[src/rtl/rv32i_alu_pkg.sv]
package rv32i_alu_pkg;

  // station and bus sizes
  localparam int RS_DEPTH     = 8;
  localparam int RS_IDX_W     = 3;
  localparam int ROB_TAG_W    = 3;
  localparam int CDB_LANES    = 2;
  localparam int CDB_ALU_LANE = 0;

  typedef enum logic [6:0] {
    lui_opcode   = 7'b0110111,
    auipc_opcode = 7'b0010111,
    imm_opcode   = 7'b0010011,
    reg_opcode   = 7'b0110011
  } opcode_t;

  localparam logic [2:0] add_funct3  = 3'b000;
  localparam logic [2:0] sll_funct3  = 3'b001;
  localparam logic [2:0] slt_funct3  = 3'b010;
  localparam logic [2:0] sltu_funct3 = 3'b011;
  localparam logic [2:0] xor_funct3  = 3'b100;
  localparam logic [2:0] sr_funct3   = 3'b101;
  localparam logic [2:0] or_funct3   = 3'b110;
  localparam logic [2:0] and_funct3  = 3'b111;

  // sub and sra reuse the slt/sltu slots, which never reach the alu
  typedef enum logic [2:0] {
    add_alu_op = 3'b000,
    sll_alu_op = 3'b001,
    sra_alu_op = 3'b010,
    sub_alu_op = 3'b011,
    xor_alu_op = 3'b100,
    srl_alu_op = 3'b101,
    or_alu_op  = 3'b110,
    and_alu_op = 3'b111
  } alu_op_t;

  typedef enum logic [2:0] {
    blt_cmp_op  = 3'b100,
    bltu_cmp_op = 3'b110
  } cmp_op_t;

  typedef struct packed {
    opcode_t               opcode;
    logic [2:0]            funct3;
    logic [6:0]            funct7;
    logic [31:0]           imm;
    logic [31:0]           pc;
    logic [ROB_TAG_W-1:0]  dest;
  } issue_t;

  // register file first, ROB second, tag names the producer otherwise
  typedef struct packed {
    logic                  regfile_ready;
    logic [31:0]           regfile_value;
    logic                  rob_ready;
    logic [31:0]           rob_value;
    logic [ROB_TAG_W-1:0]  tag;
  } src_lookup_t;

  typedef struct packed {
    logic                  ready;
    logic [31:0]           value;
    logic [ROB_TAG_W-1:0]  tag;
  } operand_t;

  typedef struct packed {
    opcode_t               opcode;
    logic [2:0]            funct3;
    logic [6:0]            funct7;
    operand_t              a;
    operand_t              b;
    logic [ROB_TAG_W-1:0]  dest;
  } rs_entry_t;

  typedef struct packed {
    logic                  valid;
    opcode_t               opcode;
    logic [2:0]            funct3;
    logic [6:0]            funct7;
    logic [31:0]           a;
    logic [31:0]           b;
    logic [ROB_TAG_W-1:0]  dest;
  } exec_req_t;

  typedef struct packed {
    logic                  valid;
    logic [ROB_TAG_W-1:0]  tag;
    logic [31:0]           value;
  } cdb_lane_t;

  typedef cdb_lane_t [CDB_LANES-1:0] cdb_t;

endpackage

[src/rtl/alu.sv]
`timescale 1ns/1ps

module alu (
  input  rv32i_alu_pkg::alu_op_t op,
  input  logic [31:0]            a,
  input  logic [31:0]            b,
  output logic [31:0]            f
);
  import rv32i_alu_pkg::*;

  logic [4:0] shamt;

  assign shamt = b[4:0];

  always_comb begin
    case (op)
      add_alu_op: f = a + b;
      sub_alu_op: f = a - b;
      sll_alu_op: f = a << shamt;
      srl_alu_op: f = a >> shamt;
      // arithmetic shift keeps the sign bit
      sra_alu_op: f = unsigned'($signed(a) >>> shamt);
      xor_alu_op: f = a ^ b;
      or_alu_op:  f = a | b;
      and_alu_op: f = a & b;
      default:    f = '0;
    endcase
  end

endmodule

[src/rtl/cmp.sv]
`timescale 1ns/1ps

module cmp (
  input  rv32i_alu_pkg::cmp_op_t op,
  input  logic [31:0]            a,
  input  logic [31:0]            b,
  output logic                   lt
);
  import rv32i_alu_pkg::*;

  logic signed_lt;
  logic unsigned_lt;

  assign signed_lt   = $signed(a) < $signed(b);
  assign unsigned_lt = a < b;

  always_comb begin
    case (op)
      blt_cmp_op:  lt = signed_lt;
      bltu_cmp_op: lt = unsigned_lt;
      default:     lt = 1'b0;
    endcase
  end

endmodule

[src/rtl/operand_capture.sv]
`timescale 1ns/1ps

module operand_capture (
  input  rv32i_alu_pkg::issue_t      issue_info,
  input  rv32i_alu_pkg::src_lookup_t src1,
  input  rv32i_alu_pkg::src_lookup_t src2,
  input  rv32i_alu_pkg::cdb_t        cdb,
  output rv32i_alu_pkg::rs_entry_t   new_entry
);
  import rv32i_alu_pkg::*;

  // register source: regfile, then ROB, then a lane broadcasting this cycle
  function automatic operand_t resolve(input src_lookup_t src, input cdb_t bus);
    operand_t op;
    op.ready = 1'b0;
    op.value = '0;
    op.tag   = src.tag;
    if (src.regfile_ready) begin
      op.ready = 1'b1;
      op.value = src.regfile_value;
    end else if (src.rob_ready) begin
      op.ready = 1'b1;
      op.value = src.rob_value;
    end else begin
      for (int i = 0; i < CDB_LANES; i++) begin
        if (bus[i].valid && bus[i].tag == src.tag) begin
          op.ready = 1'b1;
          op.value = bus[i].value;
        end
      end
    end
    return op;
  endfunction

  always_comb begin
    new_entry.opcode = issue_info.opcode;
    new_entry.funct3 = issue_info.funct3;
    new_entry.funct7 = issue_info.funct7;
    new_entry.dest   = issue_info.dest;
    new_entry.a      = resolve(src1, cdb);
    new_entry.b      = resolve(src2, cdb);
    case (issue_info.opcode)
      lui_opcode: begin
        new_entry.a = '{ready: 1'b1, value: '0, tag: '0};
        new_entry.b = '{ready: 1'b1, value: issue_info.imm, tag: '0};
      end
      auipc_opcode: begin
        new_entry.a = '{ready: 1'b1, value: issue_info.pc, tag: '0};
        new_entry.b = '{ready: 1'b1, value: issue_info.imm, tag: '0};
      end
      imm_opcode: begin
        new_entry.b = '{ready: 1'b1, value: issue_info.imm, tag: '0};
      end
      default: begin
        // reg-reg keeps both register sources
      end
    endcase
  end

endmodule

[src/rtl/alu_rs.sv]
`timescale 1ns/1ps

module alu_rs (
  input  logic                     clk,
  input  logic                     rst,
  input  logic                     issue,
  input  rv32i_alu_pkg::rs_entry_t new_entry,
  input  rv32i_alu_pkg::cdb_t      cdb,
  output logic                     full,
  output rv32i_alu_pkg::exec_req_t exec_req
);
  import rv32i_alu_pkg::*;

  logic [RS_DEPTH-1:0] busy;
  rs_entry_t           entries [RS_DEPTH];

  // round-robin start point, one past the last pop
  logic [RS_IDX_W-1:0] rr_ptr;

  logic [RS_IDX_W-1:0] alloc_idx;
  logic                sel_valid;
  logic [RS_IDX_W-1:0] sel_idx;
  logic                do_issue;

  assign full     = &busy;
  assign do_issue = issue && !full;

  // lowest free slot wins
  always_comb begin
    alloc_idx = '0;
    for (int i = RS_DEPTH - 1; i >= 0; i--) begin
      if (!busy[i]) begin
        alloc_idx = RS_IDX_W'(i);
      end
    end
  end

  // first ready entry at or after rr_ptr, wrapping at the index width
  always_comb begin
    logic [RS_IDX_W-1:0] idx;
    sel_valid = 1'b0;
    sel_idx   = '0;
    for (int i = 0; i < RS_DEPTH; i++) begin
      idx = rr_ptr + RS_IDX_W'(i);
      if (!sel_valid && busy[idx] && entries[idx].a.ready && entries[idx].b.ready) begin
        sel_valid = 1'b1;
        sel_idx   = idx;
      end
    end
  end

  always_comb begin
    exec_req.valid  = sel_valid;
    exec_req.opcode = entries[sel_idx].opcode;
    exec_req.funct3 = entries[sel_idx].funct3;
    exec_req.funct7 = entries[sel_idx].funct7;
    exec_req.a      = entries[sel_idx].a.value;
    exec_req.b      = entries[sel_idx].b.value;
    exec_req.dest   = entries[sel_idx].dest;
  end

  // busy bits and pointer
  always_ff @(posedge clk) begin
    if (rst) begin
      busy   <= '0;
      rr_ptr <= '0;
    end else begin
      if (do_issue) begin
        busy[alloc_idx] <= 1'b1;
      end
      if (sel_valid) begin
        busy[sel_idx] <= 1'b0;
        rr_ptr        <= sel_idx + RS_IDX_W'(1);
      end
    end
  end

  // entry payload and operand wakeup
  always_ff @(posedge clk) begin
    if (do_issue) begin
      entries[alloc_idx] <= new_entry;
    end
    for (int i = 0; i < RS_DEPTH; i++) begin
      if (busy[i]) begin
        for (int j = 0; j < CDB_LANES; j++) begin
          if (cdb[j].valid && !entries[i].a.ready && cdb[j].tag == entries[i].a.tag) begin
            entries[i].a.ready <= 1'b1;
            entries[i].a.value <= cdb[j].value;
          end
          if (cdb[j].valid && !entries[i].b.ready && cdb[j].tag == entries[i].b.tag) begin
            entries[i].b.ready <= 1'b1;
            entries[i].b.value <= cdb[j].value;
          end
        end
      end
    end
  end

endmodule

[src/rtl/alu_exec.sv]
`timescale 1ns/1ps

module alu_exec (
  input  logic                     clk,
  input  logic                     rst,
  input  rv32i_alu_pkg::exec_req_t req,
  output rv32i_alu_pkg::cdb_lane_t result
);
  import rv32i_alu_pkg::*;

  alu_op_t     alu_op;
  cmp_op_t     cmp_op;
  logic        use_cmp;
  logic [31:0] alu_f;
  logic        cmp_lt;
  logic [31:0] value;

  // opcode and funct fields to unit select
  always_comb begin
    alu_op  = add_alu_op;
    cmp_op  = blt_cmp_op;
    use_cmp = 1'b0;
    case (req.opcode)
      imm_opcode, reg_opcode: begin
        case (req.funct3)
          slt_funct3: begin
            use_cmp = 1'b1;
            cmp_op  = blt_cmp_op;
          end
          sltu_funct3: begin
            use_cmp = 1'b1;
            cmp_op  = bltu_cmp_op;
          end
          sr_funct3: alu_op = req.funct7[5] ? sra_alu_op : srl_alu_op;
          add_funct3: begin
            // immediate form has no subtract
            if (req.opcode == reg_opcode && req.funct7[5]) begin
              alu_op = sub_alu_op;
            end else begin
              alu_op = add_alu_op;
            end
          end
          default: alu_op = alu_op_t'(req.funct3);
        endcase
      end
      default: alu_op = add_alu_op;
    endcase
  end

  alu alu_inst (
    .op (alu_op),
    .a  (req.a),
    .b  (req.b),
    .f  (alu_f)
  );

  cmp cmp_inst (
    .op (cmp_op),
    .a  (req.a),
    .b  (req.b),
    .lt (cmp_lt)
  );

  assign value = use_cmp ? {31'b0, cmp_lt} : alu_f;

  always_ff @(posedge clk) begin
    if (rst) begin
      result.valid <= 1'b0;
    end else begin
      result.valid <= req.valid;
    end
  end

  always_ff @(posedge clk) begin
    result.tag   <= req.dest;
    result.value <= value;
  end

endmodule

[src/rtl/alu_cluster_top.sv]
`timescale 1ns/1ps

module alu_cluster_top (
  input  logic                       clk,
  input  logic                       rst,
  input  logic                       issue,
  input  rv32i_alu_pkg::issue_t      issue_info,
  input  rv32i_alu_pkg::src_lookup_t src1,
  input  rv32i_alu_pkg::src_lookup_t src2,
  input  rv32i_alu_pkg::cdb_lane_t   ext_cdb,
  output logic                       full,
  output rv32i_alu_pkg::cdb_lane_t   cdb_out
);
  import rv32i_alu_pkg::*;

  cdb_t      cdb;
  rs_entry_t new_entry;
  exec_req_t exec_req;

  // own result on its lane, the other unit on the remaining one
  always_comb begin
    cdb                              = '0;
    cdb[CDB_ALU_LANE]                = cdb_out;
    cdb[CDB_LANES - 1 - CDB_ALU_LANE] = ext_cdb;
  end

  operand_capture operand_capture_inst (
    .issue_info (issue_info),
    .src1       (src1),
    .src2       (src2),
    .cdb        (cdb),
    .new_entry  (new_entry)
  );

  alu_rs alu_rs_inst (
    .clk       (clk),
    .rst       (rst),
    .issue     (issue),
    .new_entry (new_entry),
    .cdb       (cdb),
    .full      (full),
    .exec_req  (exec_req)
  );

  alu_exec alu_exec_inst (
    .clk    (clk),
    .rst    (rst),
    .req    (exec_req),
    .result (cdb_out)
  );

endmodule

[config.mk]
export PLATFORM = sky130hd
export DESIGN_NAME = alu_cluster_top
export DESIGN_NICKNAME = d
export VERILOG_FILES = /design/src/rtl/rv32i_alu_pkg.sv /design/src/rtl/alu.sv /design/src/rtl/cmp.sv /design/src/rtl/operand_capture.sv /design/src/rtl/alu_rs.sv /design/src/rtl/alu_exec.sv /design/src/rtl/alu_cluster_top.sv
export SDC_FILE = /design/constraint.sdc
export NUM_CORES = 2
export LEC_CHECK = 0
export ABC_CLOCK_PERIOD_IN_PS = 14200
export BUFFER_PORTS_ARGS = -buffer_cell sky130_fd_sc_hd__buf_2
export CORE_MARGIN = 1
export CORE_UTILIZATION = 55
export DETAILED_ROUTE_END_ITERATION = 7
export GPL_ROUTABILITY_DRIVEN = 1
export PLACE_DENSITY = 0.78
export RECOVER_POWER = 25
export SLEW_MARGIN = 5
export SYNTH_ARGS = -nofsm -noshare
export SYNTH_HDL_FRONTEND = slang
export SYNTH_SLANG_ARGS = --single-unit
[constraint.sdc]
create_clock -name clk -period 14.2 [get_ports clk]
set_input_delay 1.42 -clock clk [delete_from_list [all_inputs] [get_ports clk]]
set_output_delay 1.42 -clock clk [all_outputs]
set_load 0.02 [all_outputs]
==> flow_summary.toml <==
[clocking]
clkLatencyLatePin_ns = 0.68
cts_setup_buffers = 0
cts_sinks = 738
clkSlewWorstSetupHoldPaths_ns = 0.07
cts-buffers-inserted = 82
ctsResizeCount = 0
htree_levels = 3
cts_hold_buf = 0
cts.path.max_buffers = 3
cts-root-buf = "sky130_fd_sc_hd__clkbuf_16"
tritoncts = "done"

[sta]
slew_violations = 698
layout_min_cycle_time_ns = 11.11
grt_setup_unrepaired = "false"
setup_viol = 0
final_hold_fails = 0
max_clock_freq_ghz = 0.08998
final_min_period_over_clock_period_pct = 78.26
setup_slack_ns = 3.087
fin_tns_setup_ns = 0
fin_hold_ws_ns = 0.5430
worst_slew_margin_rel_pct = -158.3
worstMarginPinSlew_ns = 3.875
finClkSkew_ns = 0.03518

[logic_synthesis]
seq_area_frac_synth_pct = 42.50
post_synth_main_area_contributors = "sky130_fd_sc_hd__edfxtp_1, sky130_fd_sc_hd__mux2i_1, sky130_fd_sc_hd__o22ai_1"
ys_async_sr_fraction_pct = 0
yosysTopAreaCellShare_pct = 39.89
flip_flop_and_latch_count_after_synthesis = 738
post_synth_instance_area_um2 = 50590
syn_area_per_cell_um2 = 9.748
syn_inst = 5190
synthesis.nets = 5553
netlist.top_cell.by_area = "sky130_fd_sc_hd__edfxtp_1"
yosys_warnings = 0
ys_top_cells_by_count = "sky130_fd_sc_hd__edfxtp_1, sky130_fd_sc_hd__mux2i_1, sky130_fd_sc_hd__nand2_1, sky130_fd_sc_hd__o22ai_1, sky130_fd_sc_hd__clkbuf_1"
synth-main-ff-cell = "sky130_fd_sc_hd__edfxtp_1"
yosys.cell_count.top_type = "sky130_fd_sc_hd__edfxtp_1"
yosysUniqueCellTypes = 106
post_synth_edffs = 672

[setup_path]
timing.critical_path.to_type = "register"
buf_inv_stages_crit_path = 5
path_max_fanout = 69
cp_data_arrival_time_ns = 11.65
critical-path-max-stage-delay_ns = 0.84
worstSetupStartpointType = "register"
cpLargestDelayFamily = "compound AO/OA/AOI/OAI gates"
cp_num_cells = 32
reg2regPathDepth = 32
worst-endpoint-required_ns = 14.73
setup.worst_path.class = "register to register"
critical_path.most_common_cell = "sky130_fd_sc_hd__mux2i_1"
cpMaxStageDelayCell = "sky130_fd_sc_hd__buf_4"

[floorplan]
io_pins = 298
die_height_um = 305.3
die_area_um2 = 93210
rows = 110
core_area_um2 = 90560
floorplan.die.width_um = 305.3
initial_core_util_pct = 55.87

[run_status]
violations = "design-rule violations, max-capacitance violations, max-slew violations"
run_status = "complete, but fails checks"

[finish]
layout-area-overhead-vs-synth_pct = 9.210
layout.cell_area.non_filler_um2 = 55250
final_net_count = 5543
drive_gt1_share_pct = 13.92

[place]
port-buffer-count = 291
place.gp.congestion = 1.029
place_worst_setup_slack_ns = 3.520
detailed_place.area_um2 = 52840
detailedPlacementHpwl_um = 129300

[hold_path]
hold_path_depth = 2
worst_min_path_class = "register to register"

[routing]
routed_wl_um = 209100
vias = 48200
drt_pass1_iterations = 8
via_per_inst = 7.502
wire_per_inst_um = 32.54
drt_drc_violations_left = 5
drtIter0Drc = 8000
antenna_violating_nets_post_route = 0

[grt]
grtUsageTotal_pct = 43.32
grt.overflow.total = 0
antenna_found_initial = 9
grt_max_degree = 108
wire_length_of_the_first_global_routing_pass_um = 300500
via_count_of_the_first_global_routing_pass = 46030

[job]
max_cap_viols = 27
-- sequential cells by signal (all words and copies together), names as in the netlist, named ones only --
name                  cells
alu_exec_inst.result     36
alu_rs_inst.rr_ptr        3
alu_rs_inst.busy          8
alu_rs_inst.entries     688
-- worst paths after layout --
check / from / to / slack [ns]
max: alu_rs_inst.rr_ptr[0] / alu_exec_inst.result[31] / 3.09
min: alu_rs_inst.entries[4][38] / alu_rs_inst.entries[4][38] / 0.54
max reg2reg: alu_rs_inst.rr_ptr[0] / alu_exec_inst.result[31] / 3.09
min reg2reg: alu_rs_inst.entries[4][38] / alu_rs_inst.entries[4][38] / 0.54
-- layout make-up --
cell class / count / area (um2)
fill: 7397 / 35310
multi-input combinational: 3787 / 26740
sequential: 738 / 21500
timing repair buffer: 449 / 2469
clock buffer: 100 / 2182
tap: 1176 / 1471
inverter: 122 / 467.9
clock inverter: 47 / 407.9
antenna: 6 / 15.01
-- placed cells by master (no fill, tap or decap), drive strengths merged, types with 59 or more instances in the layout --
| cell type | n |
|---|---|
| mux2i | 617 |
| nor2 | 235 |
| a21oi | 225 |
| mux2 | 65 |
| o22ai | 428 |
| inv | 125 |
| ha | 100 |
| nor3 | 73 |
| xor2 | 67 |
| o211ai | 59 |
| xnor2 | 76 |
| dfxtp | 66 |
| nand2 | 515 |
| buf | 384 |
| clkbuf | 165 |
| a22oi | 242 |
| o21ai | 319 |
| a221oi | 65 |
| edfxtp | 672 |
| nand3 | 266 |
-- kinds of logic (layout without fill, tap and decap cells) --
logic type | after synthesis | in the layout | share of synthesized area [%]
adder cells (fa/ha/maj) | 102 | 102 | 2.552
multiplexers | 695 | 695 | 14.43
XOR/XNOR | 143 | 143 | 2.550
AND/OR/NAND/NOR | 1285 | 1285 | 11.79
buffers and inverters | 665 | 718 | 5.443
AO/OA/AOI/OAI | 1562 | 1562 | 20.74
flip-flops | 738 | 738 | 42.50
other | 0 | 6 | 0
-- tightest hold or removal path: stages, from the launching register on --
cell and delay (ns):
sky130_fd_sc_hd__dfxtp_1 0.36, sky130_fd_sc_hd__inv_1 0.07, sky130_fd_sc_hd__a31oi_1 0.06
-- stage by stage --
step | std cells | util, %
after floorplan | 5190 | -
after CTS | 6419 | 61.21
after detailed placement | 6272 | 58.35
after global routing | 6425 | 61.01
after global placement | 6272 | 58.35
final | 6425 | 61.01
-- layer usage --
layer	global-route usage, %	up-vias	share of wire, %
met5	0	-	0.023
met4	27.14	6	7.6
met3	16.21	1188	17
met2	63.66	4640	42
met1	53.74	22580	33
li1	-	19780	-
Power is left out: the tool's default activity adds up to more than one toggle a clock period on the data nets, which glitch-free logic cannot reach.
